<file path="src/fetch_pkg.sv">
package fetch_pkg;

  // ======================================================================
  // address and data widths
  // ======================================================================

  // byte address
  localparam int ADDR_W = 32;

  // one instruction word
  localparam int INST_W = 32;

  // one cache line, four instruction words
  localparam int LINE_W = 128;

  // byte offset inside a line
  localparam int LINE_OFS_W = 4;

  // line address, byte offset stripped
  localparam int LINE_ADDR_W = ADDR_W - LINE_OFS_W;

  // ======================================================================
  // read channel state
  // ======================================================================

  // idle: address may go out, wait_data: one read outstanding
  typedef enum logic {
    RD_IDLE      = 1'b0,
    RD_WAIT_DATA = 1'b1
  } rd_state_e;

endpackage

</file>
<file path="src/fetch_buffer.sv">
module fetch_buffer
  import fetch_pkg::*;
#(
  parameter int                DEPTH    = 4,
  parameter logic [ADDR_W-1:0] RESET_PC = 32'h8000_0000
) (
  input  logic                   clk,
  input  logic                   rst_n,
  input  logic [ADDR_W-1:0]      pc_i,
  input  logic                   jmp_flush_i,
  input  logic [LINE_W-1:0]      head_i,
  input  logic                   empty_i,
  input  logic [$clog2(DEPTH):0] count_i,
  input  logic                   bypass_i,
  output logic                   pop_o,
  output logic [ADDR_W-1:0]      req_addr_o,
  output logic                   inst_valid_o,
  output logic [INST_W-1:0]      inst_o
);

  localparam int WORDS = LINE_W / INST_W;

  logic [LINE_ADDR_W-1:0] cur_line_q;
  logic [LINE_ADDR_W-1:0] pc_line;
  logic [LINE_ADDR_W-1:0] next_line;
  logic                   line_same;
  logic [INST_W-1:0]      head_word;

  // ======================================================================
  // current line tracking
  // ======================================================================

  assign pc_line   = pc_i[ADDR_W-1:LINE_OFS_W];
  assign line_same = (pc_line == cur_line_q);

  // the head of the fifo always holds cur_line_q when not empty
  always_ff @(posedge clk) begin
    if (rst_n) begin
      cur_line_q <= RESET_PC[ADDR_W-1:LINE_OFS_W];
    end else if (!line_same) begin
      cur_line_q <= pc_line;
    end
  end

  // head line is done once pc leaves it
  assign pop_o = ~line_same & ~empty_i;

  // ======================================================================
  // prefetch address
  // ======================================================================

  // next missing line sits count_i lines past the current one
  always_comb begin
    if (jmp_flush_i) begin
      next_line = pc_line;
    end else begin
      next_line = cur_line_q + LINE_ADDR_W'(count_i);
    end
  end

  assign req_addr_o = {next_line, {LINE_OFS_W{1'b0}}};

  // ======================================================================
  // instruction select
  // ======================================================================

  // an empty fifo still serves the line arriving this cycle
  assign inst_valid_o = line_same & (~empty_i | bypass_i);

  always_comb begin
    head_word = '0;
    for (int k = 0; k < WORDS; k++) begin
      if (pc_i[LINE_OFS_W-1:2] == k) begin
        head_word = head_i[k*INST_W +: INST_W];
      end
    end
  end

  assign inst_o = inst_valid_o ? head_word : '0;

endmodule

</file>
<file path="src/fetch_top.sv">
module fetch_top
  import fetch_pkg::*;
#(
  parameter int                DEPTH    = 4,
  parameter logic [ADDR_W-1:0] RESET_PC = 32'h8000_0000
) (
  input  logic              clk,
  input  logic              rst_n,
  input  logic              ar_ready_i,
  output logic              ar_valid_o,
  output logic [ADDR_W-1:0] ar_addr_o,
  input  logic              r_valid_i,
  input  logic [LINE_W-1:0] r_data_i,
  output logic              r_ready_o,
  input  logic              jmp_flush_i,
  input  logic [ADDR_W-1:0] pc_i,
  output logic              inst_valid_o,
  output logic [INST_W-1:0] inst_o
);

  logic [ADDR_W-1:0]      req_addr;
  logic                   line_wr;
  logic                   line_pop;
  logic                   fifo_full;
  logic                   fifo_empty;
  logic [LINE_W-1:0]      head_line;
  logic [$clog2(DEPTH):0] fifo_count;

  fetch_buffer #(
    .DEPTH    (DEPTH),
    .RESET_PC (RESET_PC)
  ) fetch_buffer_i (
    .clk          (clk),
    .rst_n        (rst_n),
    .pc_i         (pc_i),
    .jmp_flush_i  (jmp_flush_i),
    .head_i       (head_line),
    .empty_i      (fifo_empty),
    .count_i      (fifo_count),
    .bypass_i     (line_wr),
    .pop_o        (line_pop),
    .req_addr_o   (req_addr),
    .inst_valid_o (inst_valid_o),
    .inst_o       (inst_o)
  );

  line_fetch_ctrl line_fetch_ctrl_i (
    .clk         (clk),
    .rst_n       (rst_n),
    .ar_ready_i  (ar_ready_i),
    .r_valid_i   (r_valid_i),
    .fifo_full_i (fifo_full),
    .jmp_flush_i (jmp_flush_i),
    .req_addr_i  (req_addr),
    .ar_valid_o  (ar_valid_o),
    .ar_addr_o   (ar_addr_o),
    .r_ready_o   (r_ready_o),
    .line_wr_o   (line_wr)
  );

  line_fifo #(
    .DEPTH (DEPTH)
  ) line_fifo_i (
    .clk         (clk),
    .rst_n       (rst_n),
    .push_i      (line_wr),
    .push_data_i (r_data_i),
    .pop_i       (line_pop),
    .flush_i     (jmp_flush_i),
    .head_o      (head_line),
    .empty_o     (fifo_empty),
    .full_o      (fifo_full),
    .count_o     (fifo_count)
  );

endmodule

</file>
<file path="src/line_fetch_ctrl.sv">
module line_fetch_ctrl
  import fetch_pkg::*;
(
  input  logic              clk,
  input  logic              rst_n,
  input  logic              ar_ready_i,
  input  logic              r_valid_i,
  input  logic              fifo_full_i,
  input  logic              jmp_flush_i,
  input  logic [ADDR_W-1:0] req_addr_i,
  output logic              ar_valid_o,
  output logic [ADDR_W-1:0] ar_addr_o,
  output logic              r_ready_o,
  output logic              line_wr_o
);

  rd_state_e         state_q;
  rd_state_e         state_d;
  logic              r_ready_q;
  logic              discard_q;
  logic              pend_q;
  logic              run_q;
  logic [ADDR_W-1:0] addr_q;
  logic              ar_fire;
  logic              r_fire;

  // ======================================================================
  // address phase
  // ======================================================================

  // first request goes out one cycle after reset is released
  always_ff @(posedge clk) begin
    if (rst_n) begin
      run_q <= 1'b0;
    end else begin
      run_q <= 1'b1;
    end
  end

  // flush empties the fifo this cycle, so full does not block it
  assign ar_valid_o = run_q & (state_q == RD_IDLE) & (~fifo_full_i | jmp_flush_i);
  assign ar_fire    = ar_valid_o & ar_ready_i;

  // a stalled address stays put until a flush swaps in the new target
  assign ar_addr_o = (pend_q & ~jmp_flush_i) ? addr_q : req_addr_i;

  always_ff @(posedge clk) begin
    if (rst_n) begin
      pend_q <= 1'b0;
    end else begin
      pend_q <= ar_valid_o & ~ar_ready_i;
    end
  end

  always_ff @(posedge clk) begin
    addr_q <= ar_addr_o;
  end

  // ======================================================================
  // data phase
  // ======================================================================

  assign r_ready_o = r_ready_q;
  assign r_fire    = r_valid_i & r_ready_q;

  // beats of a read overtaken by a flush are dropped
  assign line_wr_o = r_fire & ~discard_q & ~jmp_flush_i;

  always_comb begin
    state_d = state_q;
    case (state_q)
      RD_IDLE: begin
        if (ar_fire) begin
          state_d = RD_WAIT_DATA;
        end
      end
      RD_WAIT_DATA: begin
        if (r_fire) begin
          state_d = RD_IDLE;
        end
      end
      default: state_d = RD_IDLE;
    endcase
  end

  always_ff @(posedge clk) begin
    if (rst_n) begin
      state_q   <= RD_IDLE;
      r_ready_q <= 1'b0;
      discard_q <= 1'b0;
    end else begin
      state_q   <= state_d;
      r_ready_q <= (state_d == RD_WAIT_DATA);
      if (r_fire) begin
        discard_q <= 1'b0;
      end else if ((state_q == RD_WAIT_DATA) && jmp_flush_i) begin
        discard_q <= 1'b1;
      end
    end
  end

endmodule

</file>
<file path="src/line_fifo.sv">
module line_fifo
  import fetch_pkg::*;
#(
  parameter int DEPTH = 4
) (
  input  logic                   clk,
  input  logic                   rst_n,
  input  logic                   push_i,
  input  logic [LINE_W-1:0]      push_data_i,
  input  logic                   pop_i,
  input  logic                   flush_i,
  output logic [LINE_W-1:0]      head_o,
  output logic                   empty_o,
  output logic                   full_o,
  output logic [$clog2(DEPTH):0] count_o
);

  localparam int IDX_W = $clog2(DEPTH);

  // extra msb tells full from empty
  logic [IDX_W:0] wr_ptr_q;
  logic [IDX_W:0] rd_ptr_q;
  logic           push_ok;
  logic           pop_ok;

  assign empty_o = (rd_ptr_q == wr_ptr_q);
  assign full_o  = (rd_ptr_q == {~wr_ptr_q[IDX_W], wr_ptr_q[IDX_W-1:0]});
  assign count_o = wr_ptr_q - rd_ptr_q;

  // nothing enters or leaves during a flush
  assign push_ok = push_i & ~full_o & ~flush_i;
  assign pop_ok  = pop_i & ~empty_o & ~flush_i;

  always_ff @(posedge clk) begin
    if (rst_n) begin
      wr_ptr_q <= '0;
    end else if (push_ok) begin
      wr_ptr_q <= wr_ptr_q + 1'b1;
    end
  end

  // flush drops every buffered line
  always_ff @(posedge clk) begin
    if (rst_n) begin
      rd_ptr_q <= '0;
    end else if (flush_i) begin
      rd_ptr_q <= wr_ptr_q;
    end else if (pop_ok) begin
      rd_ptr_q <= rd_ptr_q + 1'b1;
    end
  end

  line_ram #(
    .DEPTH (DEPTH)
  ) line_ram_i (
    .clk       (clk),
    .wr_en_i   (push_ok),
    .wr_idx_i  (wr_ptr_q[IDX_W-1:0]),
    .wr_data_i (push_data_i),
    .rd_idx_i  (rd_ptr_q[IDX_W-1:0]),
    .rd_data_o (head_o)
  );

endmodule

</file>
<file path="src/line_ram.sv">
module line_ram
  import fetch_pkg::*;
#(
  parameter int DEPTH = 4
) (
  input  logic                     clk,
  input  logic                     wr_en_i,
  input  logic [$clog2(DEPTH)-1:0] wr_idx_i,
  input  logic [LINE_W-1:0]        wr_data_i,
  input  logic [$clog2(DEPTH)-1:0] rd_idx_i,
  output logic [LINE_W-1:0]        rd_data_o
);

  logic [LINE_W-1:0] mem_q [DEPTH];

  // line storage, written at the edge
  always_ff @(posedge clk) begin
    if (wr_en_i) begin
      mem_q[wr_idx_i] <= wr_data_i;
    end
  end

  // forward the incoming line so it can be used in its arrival cycle
  always_comb begin
    if (wr_en_i && (wr_idx_i == rd_idx_i)) begin
      rd_data_o = wr_data_i;
    end else begin
      rd_data_o = mem_q[rd_idx_i];
    end
  end

endmodule

</file>
<file path="config.mk">
export PLATFORM = sky130hd
export DESIGN_NAME = fetch_top
export DESIGN_NICKNAME = d
export VERILOG_FILES = /design/src/fetch_pkg.sv /design/src/fetch_buffer.sv /design/src/fetch_top.sv /design/src/line_fetch_ctrl.sv /design/src/line_fifo.sv /design/src/line_ram.sv
export SDC_FILE = /design/constraint.sdc
export NUM_CORES = 1
export LEC_CHECK = 0
export BUFFER_PORTS_ARGS = -buffer_cell sky130_fd_sc_hd__buf_2
export CORE_UTILIZATION = 43
export DETAILED_ROUTE_END_ITERATION = 8
export PLACE_DENSITY = 0.61
export SYNTH_ARGS = -nofsm -noshare
export SYNTH_HDL_FRONTEND = slang
export SYNTH_SLANG_ARGS = --single-unit
</file>
<file path="constraint.sdc">
create_clock -name clk -period 13.02 [get_ports clk]
set_input_delay 0 -clock clk [delete_from_list [all_inputs] [get_ports clk]]
set_output_delay 0 -clock clk [all_outputs]
set_load 0.005 [all_outputs]
</file>
==> results by group <==
Routing
  • DR vias: 13600
  • Vias/cell: 5.43
  • Drt first pass iters: 5
  • Total Wirelength: 55300 um
  • Initial DRC count: 955
  • Post-route ant nets: 0
  • Wirelength per Cell: 22.0 um
  • DRC: 0

Finish
  • Share of cells above drive strength 1: 0.295
  • Fin area: 29600 um2
  • Area Growth Syn to Fin: 23.2%
  • Area occupied by multi-input gates: 6800 um2
  • Cell Count, Final, Fillers Out: 2510
  • Register area: 16800 um2
  • # fillers: 4425
  • Final nets: 1882

Synthesis
  • Sequential share of the synthesized area: 0.700
  • Seq cells post-synth: 584
  • Number of synthesized flops with an enable pin: 512
  • Cells after Synth: 1310
  • Post-synth top cells: edfxtp_1, mux4_2, a21oi_1
  • Area contributors post-synth: edfxtp_1, mux4_2, dfxtp_1
  • Yosys cell types: 53
  • Synth top area share: 0.640
  • Net Count, Synth: 1487
  • Ys Warns: 0
  • Synth area leader: edfxtp_1
  • Fraction of registers with async set/reset: 0
  • Most frequent cell after synthesis: edfxtp_1
  • Most common flop cell mapped by yosys: edfxtp_1
  • Mean Syn Cell Area: 18.3 um2
  • Synthesized cell area: 24000 um2

Global routing
  • Initial antenna violation count: 6
  • Largest net degree at the start of global routing: 99
  • Global Route met2 Usage: 0.331
  • Met1 Use GR: 0.264
  • Gr busiest metal: met2
  • First-pass GRT wire length: 84800 um
  • Vias in the first global route: 14400
  • GRT Resource Usage Total: 0.198
  • GRT met3 Usage: 0.0330
  • Grt ovf: 0

Clock network
  • Post-CTS Setup Bufs: 0
  • Clock buffer count from CTS: 61
  • Root Driver: clkbuf_16
  • # H-tree levels: 2
  • Clock Latency Late Sink: 0.64 ns
  • Clock Sinks: 584
  • CTS resizes: 0
  • CTS tree: built
  • Max clock buf depth: 3
  • Hold_buf cts: 164
  • Clk slew on worst S/H paths: 0.06 ns

Timing
  • # setup viols final: 0
  • Worst hold slack: 0.118 ns
  • RSZ-0062 raised after global routing: no
  • Final Cycle Share: 0.341
  • Clock skew: 0.0375 ns
  • Fin. max-slew vios: 0
  • Tmin final: 4.44 ns
  • Final Hold Violating Endpoints: 0
  • Worst slew margin: 0.308
  • Setup TNS: 0 ns
  • Fmax: 225 MHz
  • Worst-margin pin slew: 1.04 ns

Worst setup path
  • Setup CP Type: flop to primary output
  • Top delay family on crit path: buffers and inverters
  • Cells along the critical path: inv_1, ha_1, nand2_1, or3_4, buf_4, mux2_2, o21ai_1, o311ai_1, and3_1, buf_2
  • Slowest stage delay, CP: 0.89 ns
  • Critical Path RT: 13.02 ns
  • Reg2reg start: line_fifo_i.wr_ptr_q[0]
  • WP buf/inv: 3
  • CP arrival: 4.44 ns
  • CP Capture Type: primary output
  • CP max FO: 53
  • CP Launch Point: line_fifo_i.wr_ptr_q[0]
  • Slowest CP cell: buf_4
  • Worst setup SP type: flop

Place
  • Post-DP HPWL: 31000 um
  • Post-placement cell count: 2226
  • GPL Wtd Cong: 0.852
  • Number of buffers added on ports: 229
  • Dpl cell area: 25900 um2

Floorplanning
  • Initial Utilization: 0.435
  • Row cnt: 86
  • Chip width: 238 um
  • DIE HEIGHT: 238 um
  • I/O Pins: 232
  • Full die area: 56800 um2
  • Core area: 55200 um2

Power and ir drop
  • Peak VDD IR: 0.117 mV
  • Leakage: 0.0102 uW
  • Total Power: 4140 uW
  • Power per cell area: 140 nW/um2

Worst hold path
  • Worst hold start: r_data_i[48]
  • Min-delay worst type: input port to flop

Job
  • Maxcap violations: 0

Outcome
  • Outcome: complete, no violations
[metrics by stage]
stage                     utilization  worst slack [ns]
after floorplan                     -              8.34
after global placement          0.469              9.05
after detailed placement        0.469              9.03
after CTS                       0.536              8.46
after global routing            0.536              8.30
final                           0.536              8.58
[metal layers]
metal	vias to the layer above	routed length, um
li1	6098	-
met1	7064	23800
met2	382	27600
met3	75	2860
met5	-	13
met4	2	1130
[power by group]
part	internal (uW)	total (uW)	switching, uW
Sequential	2060	2070	16.7
Clock	1030	1760	721
Combinational	163	312	149
[worst register-to-register path, cell delays in order, from the launching register on]
cell and delay [ns]:
dfxtp_1 0.43, inv_1 0.11, ha_1 0.36, a31oi_1 0.48, and2_4 0.56, buf_4 0.67, buf_4 0.89
[cell type report]
type	instances	share of cell area
flip-flops and latches	584	0.568
diodes	7	0.000592
well taps	748	0.0316
clock buffers	73	0.0552
clock inverters	40	0.0141
repair buffers	411	0.0992
inverters	13	0.00165
multi-input cells	634	0.230
[cell usage in the layout, fill, tap and decap left out, types with 19 or more instances in the layout]
cell / Yosys / routed
edfxtp_1: 512 / 512
buf_2: 14 / 228
dlygate4sd3_1: 0 / 164
mux4_2: 159 / 159
a21oi_1: 77 / 76
dfxtp_1: 72 / 70
nand2_1: 67 / 67
clkbuf_16: 0 / 63
nor2b_1: 62 / 62
mux2i_1: 43 / 43
xnor2_1: 39 / 39
a221oi_1: 30 / 30
o21ai_0: 23 / 23
xor2_1: 19 / 19
[final timing paths]
kind,endpoint,slack [ns],cells past startpoint
max,inst_o[17],8.58,10
min,line_fifo_i.line_ram_i.mem_q[1][48],0.12,2
max reg2reg,line_fifo_i.line_ram_i.mem_q[2][23],9.12,6
min reg2reg,line_fetch_ctrl_i.addr_q[1],0.46,1
[logic make-up after synthesis]
group                      synth area share
adders and majority gates           0.00687
DFF                                   0.700
xor gates and xnor gates             0.0218
AOI/OAI and AO/OA                    0.0389
and+or+nand+nor                      0.0437
muxes                                 0.170
buffers and inverters                0.0187
[flip-flops by register name, indices dropped and copies added, names as in the netlist, named ones only]
signal,count
line_fetch_ctrl_i.pend_q,1
line_fifo_i.rd_ptr_q,3
line_fetch_ctrl_i.addr_q,32
line_fetch_ctrl_i.state_q,1
line_fetch_ctrl_i.run_q,1
line_fifo_i.wr_ptr_q,3
line_fifo_i.line_ram_i.mem_q,512
line_fetch_ctrl_i.discard_q,1
fetch_buffer_i.cur_line_q,28
Note: power is estimated with default switching activity, not from simulation.
